===== src/hdl/regfile_pkg.sv =====
package regfile_pkg;

	localparam int reg_count = 32; // x0 .. x31
	localparam int reg_addr_w = 5; // log2 of reg_count

endpackage


===== src/hdl/exec_pkg.sv =====
package exec_pkg;

	localparam int xlen = 32; // data word width
	localparam int shamt_w = 5; // shift amount, log2 of xlen
	localparam int alu_op_w = 4; // op_mode width

	// alu operation codes
	localparam logic [alu_op_w-1:0] op_add = 4'd0;
	localparam logic [alu_op_w-1:0] op_sub = 4'd1;
	localparam logic [alu_op_w-1:0] op_equ = 4'd2; // 1 if op1 == op2
	localparam logic [alu_op_w-1:0] op_nequ = 4'd3; // 1 if op1 != op2
	localparam logic [alu_op_w-1:0] op_sgn_lt = 4'd4;
	localparam logic [alu_op_w-1:0] op_sgn_geq = 4'd5;
	localparam logic [alu_op_w-1:0] op_usgn_lt = 4'd6;
	localparam logic [alu_op_w-1:0] op_usgn_geq = 4'd7;
	localparam logic [alu_op_w-1:0] op_xor = 4'd8;
	localparam logic [alu_op_w-1:0] op_or = 4'd9;
	localparam logic [alu_op_w-1:0] op_and = 4'd10;
	localparam logic [alu_op_w-1:0] op_sll = 4'd11; // logical left
	localparam logic [alu_op_w-1:0] op_srl = 4'd12; // logical right
	localparam logic [alu_op_w-1:0] op_sra = 4'd13; // arithmetic right

	localparam int mul_op_w = 2; // multiplier op width

	// multiplier operations
	localparam logic [mul_op_w-1:0] mul_lo = 2'd0; // low word, sign does not matter
	localparam logic [mul_op_w-1:0] mul_hu = 2'd1; // high word, unsigned x unsigned
	localparam logic [mul_op_w-1:0] mul_h = 2'd2; // high word, signed x signed

endpackage

===== src/hdl/exec_cluster.sv =====
`timescale 1ns/100ps

module exec_cluster import exec_pkg::*, regfile_pkg::*; (
	input  logic                  clk,
	input  logic                  arst_n,
	// integer issue
	input  logic                  alu_issue,
	input  logic [alu_op_w-1:0]   alu_op,
	input  logic [xlen-1:0]       alu_a,
	input  logic [xlen-1:0]       alu_b,
	input  logic [reg_addr_w-1:0] alu_rd,
	// multiply issue
	input  logic                  mul_issue,
	input  logic [mul_op_w-1:0]   mul_op,
	input  logic [xlen-1:0]       mul_a,
	input  logic [xlen-1:0]       mul_b,
	input  logic [reg_addr_w-1:0] mul_rd,
	output logic                  mul_busy,
	// register read port
	input  logic [reg_addr_w-1:0] rd_addr,
	output logic [xlen-1:0]       rd_data
);

	logic                  int_wb_valid;
	logic [reg_addr_w-1:0] int_wb_rd;
	logic [xlen-1:0]       int_wb_data;

	logic                  mul_done;
	logic                  mul_ack;
	logic [reg_addr_w-1:0] mul_wb_rd;
	logic [xlen-1:0]       mul_wb_data;

	logic                  wr_en;
	logic [reg_addr_w-1:0] wr_addr;
	logic [xlen-1:0]       wr_data;

	int_exec_unit i_int_exec_unit (
		.clk          (clk),
		.arst_n       (arst_n),
		.alu_issue    (alu_issue),
		.alu_op       (alu_op),
		.alu_a        (alu_a),
		.alu_b        (alu_b),
		.alu_rd       (alu_rd),
		.int_wb_valid (int_wb_valid),
		.int_wb_rd    (int_wb_rd),
		.int_wb_data  (int_wb_data)
	);

	mul_unit i_mul_unit (
		.clk         (clk),
		.arst_n      (arst_n),
		.mul_issue   (mul_issue),
		.mul_op      (mul_op),
		.mul_a       (mul_a),
		.mul_b       (mul_b),
		.mul_rd      (mul_rd),
		.mul_ack     (mul_ack),
		.mul_busy    (mul_busy),
		.mul_done    (mul_done),
		.mul_wb_rd   (mul_wb_rd),
		.mul_wb_data (mul_wb_data)
	);

	wb_arbiter i_wb_arbiter (
		.int_wb_valid (int_wb_valid),
		.int_wb_rd    (int_wb_rd),
		.int_wb_data  (int_wb_data),
		.mul_done     (mul_done),
		.mul_wb_rd    (mul_wb_rd),
		.mul_wb_data  (mul_wb_data),
		.mul_ack      (mul_ack),
		.wr_en        (wr_en),
		.wr_addr      (wr_addr),
		.wr_data      (wr_data)
	);

	reg_file i_reg_file (
		.clk     (clk),
		.arst_n  (arst_n),
		.wr_en   (wr_en),
		.wr_addr (wr_addr),
		.wr_data (wr_data),
		.rd_addr (rd_addr),
		.rd_data (rd_data)
	);

endmodule


===== src/hdl/reg_file.sv =====
`timescale 1ns/100ps

module reg_file import exec_pkg::*, regfile_pkg::*; (
	input  logic                  clk,
	input  logic                  arst_n,
	input  logic                  wr_en,
	input  logic [reg_addr_w-1:0] wr_addr,
	input  logic [xlen-1:0]       wr_data,
	input  logic [reg_addr_w-1:0] rd_addr,
	output logic [xlen-1:0]       rd_data
);

	logic [xlen-1:0] regs [reg_count];

	always_ff @(posedge clk or negedge arst_n) begin
		if (!arst_n) begin
			for (int i = 0; i < reg_count; i++) begin
				regs[i] <= '0;
			end
		end else if (wr_en && (wr_addr != '0)) begin
			regs[wr_addr] <= wr_data; // x0 writes dropped
		end
	end

	assign rd_data = (rd_addr == '0) ? '0 : regs[rd_addr];

endmodule


===== src/hdl/wb_arbiter.sv =====
`timescale 1ns/100ps

module wb_arbiter import exec_pkg::*, regfile_pkg::*; (
	input  logic                  int_wb_valid,
	input  logic [reg_addr_w-1:0] int_wb_rd,
	input  logic [xlen-1:0]       int_wb_data,
	input  logic                  mul_done,
	input  logic [reg_addr_w-1:0] mul_wb_rd,
	input  logic [xlen-1:0]       mul_wb_data,
	output logic                  mul_ack,
	output logic                  wr_en,
	output logic [reg_addr_w-1:0] wr_addr,
	output logic [xlen-1:0]       wr_data
);

	/*
	 * The integer unit has no storage, so it always wins. A finished
	 * multiply keeps mul_done and its result steady inside mul_unit
	 * until a free cycle turns up, and mul_ack then retires it.
	 */
	logic mul_grant;

	assign mul_grant = mul_done & ~int_wb_valid;

	assign mul_ack = mul_grant; // one pulse, the unit leaves done
	assign wr_en = int_wb_valid | mul_grant;

	always_comb begin
		if (int_wb_valid) begin
			wr_addr = int_wb_rd;
			wr_data = int_wb_data;
		end else begin
			wr_addr = mul_wb_rd; // don't care unless mul_grant
			wr_data = mul_wb_data;
		end
	end

endmodule


===== src/hdl/mul_unit.sv =====
`timescale 1ns/100ps

module mul_unit import exec_pkg::*, regfile_pkg::*; (
	input  logic                  clk,
	input  logic                  arst_n,
	input  logic                  mul_issue,
	input  logic [mul_op_w-1:0]   mul_op,
	input  logic [xlen-1:0]       mul_a,
	input  logic [xlen-1:0]       mul_b,
	input  logic [reg_addr_w-1:0] mul_rd,
	input  logic                  mul_ack,
	output logic                  mul_busy,
	output logic                  mul_done,
	output logic [reg_addr_w-1:0] mul_wb_rd,
	output logic [xlen-1:0]       mul_wb_data
);

	typedef enum logic [1:0] {st_idle, st_run, st_fix, st_done} mul_state_t;

	mul_state_t         state;
	logic [shamt_w-1:0] step_cnt; // 32 steps
	logic [xlen-1:0]    mcand;
	logic [2*xlen-1:0]  acc; // high half sums, low half holds the multiplier
	logic               neg_q; // product sign for mul_h
	logic [mul_op_w-1:0] op_q;

	// magnitudes for the signed case
	logic            is_signed;
	logic            a_neg;
	logic            b_neg;
	logic [xlen-1:0] a_mag;
	logic [xlen-1:0] b_mag;

	assign is_signed = mul_op == mul_h;
	assign a_neg = is_signed & mul_a[xlen-1];
	assign b_neg = is_signed & mul_b[xlen-1];
	assign a_mag = a_neg ? -mul_a : mul_a;
	assign b_mag = b_neg ? -mul_b : mul_b;

	logic [xlen:0]     step_sum;
	logic [2*xlen-1:0] prod;

	assign step_sum = {1'b0, acc[2*xlen-1:xlen]} + (acc[0] ? {1'b0, mcand} : '0);
	assign prod = neg_q ? -acc : acc; // sign fix-up

	always_ff @(posedge clk or negedge arst_n) begin
		if (!arst_n) begin
			state <= st_idle;
			step_cnt <= '0;
		end else begin
			case (state)
				st_idle: begin
					if (mul_issue) begin
						state <= st_run;
						step_cnt <= '0;
					end
				end
				st_run: begin
					step_cnt <= step_cnt + 1'b1;
					if (&step_cnt) begin
						state <= st_fix; // last step done
					end
				end
				st_fix: begin
					state <= st_done;
				end
				default: begin
					if (mul_ack) begin
						state <= st_idle; // result written
					end
				end
			endcase
		end
	end

	always_ff @(posedge clk) begin
		case (state)
			st_idle: begin
				if (mul_issue) begin
					mcand <= a_mag;
					acc <= {{xlen{1'b0}}, b_mag};
					neg_q <= a_neg ^ b_neg;
					op_q <= mul_op;
					mul_wb_rd <= mul_rd;
				end
			end
			st_run: begin
				acc <= {step_sum, acc[xlen-1:1]}; // add then shift right
			end
			st_fix: begin
				mul_wb_data <= (op_q == mul_lo) ? prod[xlen-1:0] : prod[2*xlen-1:xlen];
			end
			default: begin
			end
		endcase
	end

	assign mul_busy = state != st_idle;
	assign mul_done = state == st_done;

endmodule


===== src/hdl/int_exec_unit.sv =====
`timescale 1ns/100ps

module int_exec_unit import exec_pkg::*, regfile_pkg::*; (
	input  logic                  clk,
	input  logic                  arst_n,
	input  logic                  alu_issue,
	input  logic [alu_op_w-1:0]   alu_op,
	input  logic [xlen-1:0]       alu_a,
	input  logic [xlen-1:0]       alu_b,
	input  logic [reg_addr_w-1:0] alu_rd,
	output logic                  int_wb_valid,
	output logic [reg_addr_w-1:0] int_wb_rd,
	output logic [xlen-1:0]       int_wb_data
);

	logic                  issue_q; // operands sit in the alu
	logic [alu_op_w-1:0]   op_q;
	logic [xlen-1:0]       a_q;
	logic [xlen-1:0]       b_q;
	logic [reg_addr_w-1:0] rd_q;
	logic [xlen-1:0]       alu_res;

	always_ff @(posedge clk or negedge arst_n) begin
		if (!arst_n) begin
			issue_q <= 1'b0;
			int_wb_valid <= 1'b0;
		end else begin
			issue_q <= alu_issue;
			int_wb_valid <= issue_q; // one cycle per issue
		end
	end

	// operand capture
	always_ff @(posedge clk) begin
		if (alu_issue) begin
			op_q <= alu_op;
			a_q <= alu_a;
			b_q <= alu_b;
			rd_q <= alu_rd;
		end
	end

	// write-back stage
	always_ff @(posedge clk) begin
		if (issue_q) begin
			int_wb_rd <= rd_q;
			int_wb_data <= alu_res;
		end
	end

	panda_risc_v_alu i_alu (
		.op_mode (op_q),
		.op1     (a_q),
		.op2     (b_q),
		.res     (alu_res)
	);

endmodule


===== src/hdl/panda_risc_v_alu.sv =====
`timescale 1ns/100ps

module panda_risc_v_alu import exec_pkg::*; (
	input  logic [alu_op_w-1:0] op_mode,
	input  logic [xlen-1:0]     op1,
	input  logic [xlen-1:0]     op2,
	output logic [xlen-1:0]     res
);

	// decoded operation flags
	logic is_sub;
	logic is_eq;
	logic is_neq;
	logic is_geq; // either geq flavour
	logic is_sgn; // signed ordered compare
	logic is_sll;
	logic is_sra;

	assign is_sub = op_mode == op_sub;
	assign is_eq = op_mode == op_equ;
	assign is_neq = op_mode == op_nequ;
	assign is_geq = (op_mode == op_sgn_geq) | (op_mode == op_usgn_geq);
	assign is_sgn = (op_mode == op_sgn_lt) | (op_mode == op_sgn_geq);
	assign is_sll = op_mode == op_sll;
	assign is_sra = op_mode == op_sra;

	function automatic logic [xlen-1:0] bit_rev(input logic [xlen-1:0] v);
		logic [xlen-1:0] r;
		for (int i = 0; i < xlen; i++) begin
			r[i] = v[xlen-1-i];
		end
		return r;
	endfunction

	// shared adder, subtracts for sub and the equality tests
	logic            adder_sub;
	logic [xlen-1:0] adder_b;
	logic [xlen-1:0] adder_out;

	assign adder_sub = is_sub | is_eq | is_neq;
	assign adder_b = op2 ^ {xlen{adder_sub}}; // invert for two's complement
	assign adder_out = op1 + adder_b + {{(xlen-1){1'b0}}, adder_sub};

	// equality from the difference
	logic eq_res;

	assign eq_res = (adder_out == '0) ^ is_neq;

	// ordered compare on 33 bits covers signed and unsigned
	logic [xlen:0] op1_ext;
	logic [xlen:0] op2_ext;
	logic          lt_raw;
	logic          lt_res;

	assign op1_ext = {is_sgn & op1[xlen-1], op1};
	assign op2_ext = {is_sgn & op2[xlen-1], op2};
	assign lt_raw = $signed(op1_ext) < $signed(op2_ext);
	assign lt_res = lt_raw ^ is_geq; // geq is the inverted lt

	/*
	 * One left shifter does all three shifts. Right shifts reverse the
	 * operand on the way in and the result on the way out, and sra then
	 * fills the vacated top bits with the sign.
	 */
	logic [shamt_w-1:0] shamt;
	logic [xlen-1:0]    shl_in;
	logic [xlen-1:0]    shl_out;
	logic [xlen-1:0]    shift_lr;
	logic [xlen-1:0]    sra_mask;
	logic [xlen-1:0]    shift_res;

	assign shamt = op2[shamt_w-1:0];
	assign shl_in = is_sll ? op1 : bit_rev(op1);
	assign shl_out = shl_in << shamt;
	assign shift_lr = is_sll ? shl_out : bit_rev(shl_out);
	assign sra_mask = {xlen{is_sra & op1[xlen-1]}} & ~({xlen{1'b1}} >> shamt);
	assign shift_res = shift_lr | sra_mask;

	// result select
	always_comb begin
		case (op_mode)
			op_add,
			op_sub: begin
				res = adder_out;
			end
			op_equ,
			op_nequ: begin
				res = {{(xlen-1){1'b0}}, eq_res};
			end
			op_sgn_lt,
			op_sgn_geq,
			op_usgn_lt,
			op_usgn_geq: begin
				res = {{(xlen-1){1'b0}}, lt_res};
			end
			op_xor: begin
				res = op1 ^ op2;
			end
			op_or: begin
				res = op1 | op2;
			end
			op_and: begin
				res = op1 & op2;
			end
			op_sll,
			op_srl,
			op_sra: begin
				res = shift_res;
			end
			default: begin
				res = '0; // codes 14 and 15 unused
			end
		endcase
	end

endmodule


===== config.mk =====
export PLATFORM = sky130hd
export DESIGN_NAME = exec_cluster
export DESIGN_NICKNAME = d
export VERILOG_FILES = /design/src/hdl/regfile_pkg.sv /design/src/hdl/exec_pkg.sv /design/src/hdl/exec_cluster.sv /design/src/hdl/reg_file.sv /design/src/hdl/wb_arbiter.sv /design/src/hdl/mul_unit.sv /design/src/hdl/int_exec_unit.sv /design/src/hdl/panda_risc_v_alu.sv
export SDC_FILE = /design/constraint.sdc
export NUM_CORES = 2
export LEC_CHECK = 0
export ABC_AREA = 1
export BUFFER_PORTS_ARGS = -buffer_cell sky130_fd_sc_hd__clkbuf_2
export CAP_MARGIN = 20
export CORE_MARGIN = 2
export CORE_UTILIZATION = 40
export CTS_CLUSTER_DIAMETER = 80
export DETAILED_ROUTE_END_ITERATION = 16
export GPL_TIMING_DRIVEN = 0
export HOLD_SLACK_MARGIN = 0.02
export PLACE_DENSITY = 0.66
export SYNTH_ARGS = -nofsm -noshare
export SYNTH_HDL_FRONTEND = slang
export SYNTH_SLANG_ARGS = --single-unit

===== constraint.sdc =====
create_clock -name clk -period 7.6 [get_ports clk]
set_input_delay 1.14 -clock clk [delete_from_list [all_inputs] [get_ports clk]]
set_output_delay 1.14 -clock clk [all_outputs]
set_load 0.005 [all_outputs]

Word-level counts from Yosys, hierarchy flattened --
Index checks and enable logic that the tools add are counted.
Operators by class: add/subtract/negate cells 7, $mul 0, divide/modulo/power cells 0, magnitude comparators 4, eq/ne operators 19, shifts and indexed selects 2, mux-type cells 25, bitwise gates (word level) 24, reduce and logical (&&, ||, !) cells 19
Operators with widths (number):
- $bwmux 1024 | 1
- $mux 32 | 11
- $pmux 32 s7 | 1
- $bmux 32 s5 | 1
- $demux 32 s5 | 1
- $mux 64 | 2
- $pmux 64 s2 | 1
- $and 32x32->32 | 2
- $neg 32->32 | 2
- $neg 64->64 | 1
- $or 32x32->32 | 2
- $xor 32x32->32 | 2
- $add 32x33->33 | 1
- $lt 33x33->1 | 1
- $add 32x1->32 | 1
- $add 32x32->32 | 1
- $logic_not 32->1 | 1
- $not 32->32 | 1
- $shl 32x5->32 | 1
- $shr 32x5->32 const A | 1
- $eq 4x4->1 const B | 6
- $eq 4x3->1 const B | 4
- $ge 6x6->1 const B | 2
- $not 5->6 | 2
- 29 further kinds | 51
Storage, ports and cells: bits in registers 1279, bits in latches 0, bits in writable memories 0, bits in read-only memories 0, input port bits 153, output and inout port bits 33, word-level logic and storage cells 148, memories kept 0

Depth between registers and ports, before layout --
word-level depth 9, mapped depth 26, mapped depth without buffers 25

Cells and area by module --
Synthesis repeated with hierarchy kept, for this count alone.
Second synthesis, totals: cells, all modules 9468, area total of the unflattened synthesis 70328.7 um2
Modules (own cells, without submodules):
- reg_file | instances 1, cells each 5870, area an instance 46110.5 um2
- mul_unit | instances 1, cells each 1827, area an instance 12029.0 um2
- panda_risc_v_alu | instances 1, cells each 1536, area an instance 8335.5 um2
- int_exec_unit | instances 1, cells each 112, area an instance 3353.2 um2
- wb_arbiter | instances 1, cells each 123, area an instance 500.5 um2

Worst setup path before layout --
OpenSTA, ideal clock, no wires.
path kind input to register, from input mul_issue, to register i_mul_unit.acc[0] (enable), library setup time 420 ps, data arrival time 3620 ps, setup slack 3560 ps, stages on the path 4, path buffers 0, path through nand2_1 > inv_1 > a21oi_1 > inv_1
On the way: longest elaborated chain between the ends 2
Ends and longest elaborated chain:
- start: declaration | line exec_cluster.sv:13 | input logic mul_issue,
- $ne 2x2->1 (no source line)
- $reduce_and 2->1 (no source line)
- end signal: assignment | line mul_unit.sv:81 | acc <= {{xlen{1'b0}}, b_mag};
- end signal: assignment | line mul_unit.sv:88 | acc <= {step_sum, acc[xlen-1:1]};
- end: declaration | line mul_unit.sv:23 | logic [2*xlen-1:0] acc;
No other way between the ends. A chain may end at the register's enable or synchronous reset.

Worst setup path after layout --
from input rd_addr[0], to output rd_data[1]
On the way: longest elaborated chain between the ends 5, elaborated cells on any way between the ends 6, classes of those cells mux: 4; bitwise: 1; reduce/logical: 1
Ends and longest elaborated chain:
- start: declaration | line exec_cluster.sv:20 | input logic [reg_addr_w-1:0] rd_addr,
- $not 5->6 (not written as such) | line reg_file.sv:25 | assign rd_data = (rd_addr == '0) ? '0 : regs[rd_addr];
- $bmux 32 s5 | line reg_file.sv:25
- $mux 32 (not written as such) (2 in a row) | line reg_file.sv:25
- $mux 32 (*) | line reg_file.sv:25
- end: declaration | line exec_cluster.sv:21 | output logic [xlen-1:0] rd_data
Mark *: on every way between the ends. The rest lies on a longest branch, timed or not. The select of a mux whose other input is x is not followed.

==> impl_metrics.tcl <==
set metrics [dict create \
    place.gp.congestion 1.07 \
    drive_above_1_share_pct 6.66 \
    core.rowCount 150 \
    synthFlopType "dfrtp_1" \
    run_status "finished, violations left" \
    drv_cap 0 \
    setup_slack_ns -0.173 \
    die_x_um 413 \
    startpoint "rd_addr[0]" \
    cts_sinks 1279 \
    clk_latency_ns 0.84 \
    fin_area_um2 77100 \
    grt_util_all_layers_pct 38.8 \
    ctsRootBufferMaster "clkbuf_16" \
    timing.slew.headroom_pct 11.1 \
    die_area_um2 170000 \
    violations "negative setup slack" \
    vias 66700 \
    async_reset_ff_share_pct 80.8 \
    yosys-top-cells-area "dfrtp_1 (39%), o21ai_0 (13%), edfxtp_1 (11%)" \
    post-route-util_pct 46.3 \
    crit_family "buffers and inverters" \
    worstPathCellList "clkbuf_2 -> inv_1 -> clkbuf_1 -> clkbuf_1 -> clkbuf_1 -> clkbuf_1 -> nor2_1 -> o221ai_1 -> nand3_1 -> a31oi_2 -> clkbuf_2" \
    grt_pass1_wl_um 468000 \
    synth.distinct_cells 54 \
    fp.dieH_um 413 \
    timing.hold.ws_ns 0.314 \
    p_per_area_nw_per_um2 362 \
    detail-route-antenna-nets 0 \
    worst-endpoint-required_ns 6.46 \
    drt_iter0_drc 9366 \
    dp_slack_ns -0.145 \
    fin_crit_ns 7.77 \
    syn-num-nets 8624 \
    ys_ff_latch 1279 \
    r2r_start "i_int_exec_unit.op_q[1]" \
    postSynthCellCount 8293 \
    cpMostUsedCell "clkbuf_1" \
    cp_max_fo 10 \
    crit_path_end "rd_data[1]" \
    ir_drop_mv 0.240 \
    finalClockSkew_ns 0.0395 \
    drc 0 \
    clock_path_buffers 3 \
    path_buf_inv 7 \
    postPlaceCellArea_um2 71700 \
    regToRegEndpoint "i_int_exec_unit.int_wb_data[0]" \
    grt_pass1_vias 63500 \
    synth_edf_count 246 \
    fp.coreArea_um2 167000 \
    seq_area_frac_synth_pct 49.7 \
    ioPinCount 186 \
    clk_pin_slew_ns 0.06 \
    arrival_ns 6.63 \
    synth.cells.most_frequent "nand2_1 (1762), o21ai_0 (1696), dfrtp_1 (1033), nor2_1 (890), clkbuf_1 (567)" \
    setup.worst_path.class "in -> out" \
    h-tree-depth 4 \
    netlist_area_um2 66800 \
    final_nets 9034 \
    crit_path_start_kind "input pin" \
    initial_core_util_pct 40.1 \
    synth_most_common_cell "nand2_1" \
    crit_path_top_delay_cell "clkbuf_1" \
    fin_crit_sh_pct 102 \
    ff2ff_path_depth 21 \
    cp-end-kind "primary output" \
    p_leak_nw 34.1 \
    yosys.area.top_type "dfrtp_1" \
    tightest_slew_ns 1.33 \
    finalHoldViolCount 0 \
    slowest_delay_ns 0.93 \
    rsz0062_at_grt "false" \
    max_freq_ghz 0.129 \
    yosysTopAreaCellShare_pct 38.7 \
    postCtsHoldBufs 0 \
    wirelength_um 335000 \
    viasPerCell 6.04 \
    avgRoutedWirePerCell_um 30.4 \
    cts_tree "built" \
    syn_area_per_cell_um2 8.06 \
    numCtsBuffers 147 \
    finalPower_mw 27.9 \
    antenna_found_initial 28 \
    crit_cells 11 \
    grt_max_degree 115 \
    first_pass_iters 6 \
    port_buffers 182 \
    slew_viol_final 0 \
    finalSetupViolations 7 \
    grt_overflow 0 \
    r2r_slack_ns 2.33 \
    cts_setup_buffers 0 \
    dp_hpwl_um 257000 \
    yosysWarnings 0 \
    area_growth_pct 15.3 \
    hp-class "in -> async" \
]
-- timing repair --
action | 4_1_cts | 5_1_grt
endpoints found under the setup margin | 2 | 4
resized for setup | 1 | 6
pin swaps | 0 | 0
-- per-layer routing --
metal  GRT usage, %  vias to the layer above  share of wire, %
met5              0                        -             0.047
met4           27.7                       22               8.6
met2           57.8                     4114                43
li1               -                    29000                 -
met3           10.4                     1063                10
met1           48.6                    32500                38
-- worst min-delay path by stage --
| stage | startpoint | to | slack (ns) | cells after the start |
|---|---|---|---|---|
| floorplan | i_int_exec_unit.rd_q[0] | i_int_exec_unit.int_wb_rd[0] | 0.40 | 0 |
| global placement | i_int_exec_unit.rd_q[3] | i_int_exec_unit.int_wb_rd[3] | 0.41 | 0 |
| detailed placement | i_int_exec_unit.rd_q[3] | i_int_exec_unit.int_wb_rd[3] | 0.41 | 0 |
| CTS | arst_n | i_reg_file.regs[6] | 0.32 | 1 |
| global route | arst_n | i_reg_file.regs[6] | 0.35 | 1 |
| finish | arst_n | i_reg_file.regs[6] | 0.31 | 1 |
-- where the power goes --
part	internal [mW]	switching, mW	leakage, nW
logic	2.60	6.03	15.8
registers	9.85	1.78	15.7
clock network	4.46	3.15	2.53
-- placed cells by master, fill, tap and decap left out, types with 59 or more instances in the layout --
| cell | n |
|---|---|
| nand2_1 | 1762 |
| o21ai_0 | 1696 |
| dfrtp_1 | 1032 |
| nor2_1 | 887 |
| clkbuf_1 | 590 |
| inv_1 | 463 |
| a21oi_1 | 338 |
| edfxtp_1 | 246 |
| nand3_1 | 230 |
| clkbuf_2 | 185 |
| ha_1 | 176 |
| o221ai_1 | 155 |
| clkbuf_16 | 149 |
| o22ai_1 | 109 |
| nor3_1 | 74 |
| xor2_1 | 65 |
| o21ai_1 | 59 |
-- logic make-up (layout without fill, tap and decap cells) --
logic type / count (synthesis) / in the layout / share of synthesized area (%)
AND/OR/NAND/NOR: 3066 / 3066 / 18.3
AO/OA/AOI/OAI: 2557 / 2557 / 21.0
flip-flops: 1279 / 1279 / 49.7
buffers and inverters: 1117 / 1649 / 6.35
adder cells (fa/ha/maj): 178 / 178 / 3.35
XOR/XNOR: 88 / 88 / 1.15
multiplexers: 8 / 8 / 0.120
other: 0 / 8 / 0
-- metrics by stage --
stage                     setup TNS [ns]  cells
final                             -0.398  11000
after global routing                   0  11000
after CTS                              0  11000
after detailed placement          -0.171  10700
after global placement                 -  10700
after floorplan                        0   8293
-- flip-flops by register name, indices dropped and copies added (netlist names) --
| signal | cells |
|---|---|
| i_mul_unit.state | 2 |
| i_int_exec_unit.rd_q | 5 |
| i_mul_unit.mcand | 32 |
| i_int_exec_unit.a_q | 32 |
| i_int_exec_unit.int_wb_rd | 5 |
| i_mul_unit.step_cnt | 5 |
| i_int_exec_unit.issue_q | 1 |
| i_mul_unit.mul_wb_data | 32 |
| i_int_exec_unit.int_wb_data | 32 |
| i_reg_file.regs | 1024 |
| i_int_exec_unit.int_wb_valid | 1 |
| i_mul_unit.acc | 64 |
| i_mul_unit.op_q | 2 |
| i_mul_unit.mul_wb_rd | 5 |
| i_int_exec_unit.op_q | 4 |
| i_mul_unit.neg_q | 1 |
| i_int_exec_unit.b_q | 32 |
-- layout make-up --
class	instances	area [um2]
fill	16700	89600
sequential	1279	33200
inverter	480	1800
buffer	637	2450
multi-input combinational	5897	29400
clock buffer	217	4370
timing repair buffer	261	2250
clock inverter	54	793
tap	2204	2760
antenna	8	20.0
-- worst register-to-register path, cell delays in order (launching register included) --
cell	delay, ns
edfxtp_1	0.53
inv_1	0.19
nand2_1	0.07
nand2_1	0.37
buf_1	0.70
xor2_1	0.20
ha_1	0.38
nand2_1	0.13
nor2_1	0.34
nand2_1	0.08
o21ai_0	0.70
nand3b_1	0.26
nand2_1	0.12
nand2_1	0.07
nand2_1	0.07
nand3_1	0.07
nor2_1	0.29
nand3_1	0.12
nand2_1	0.08
nand2_1	0.06
nand2_1	0.07
nand2_1	0.11
(Power assumes the default switching activity.)
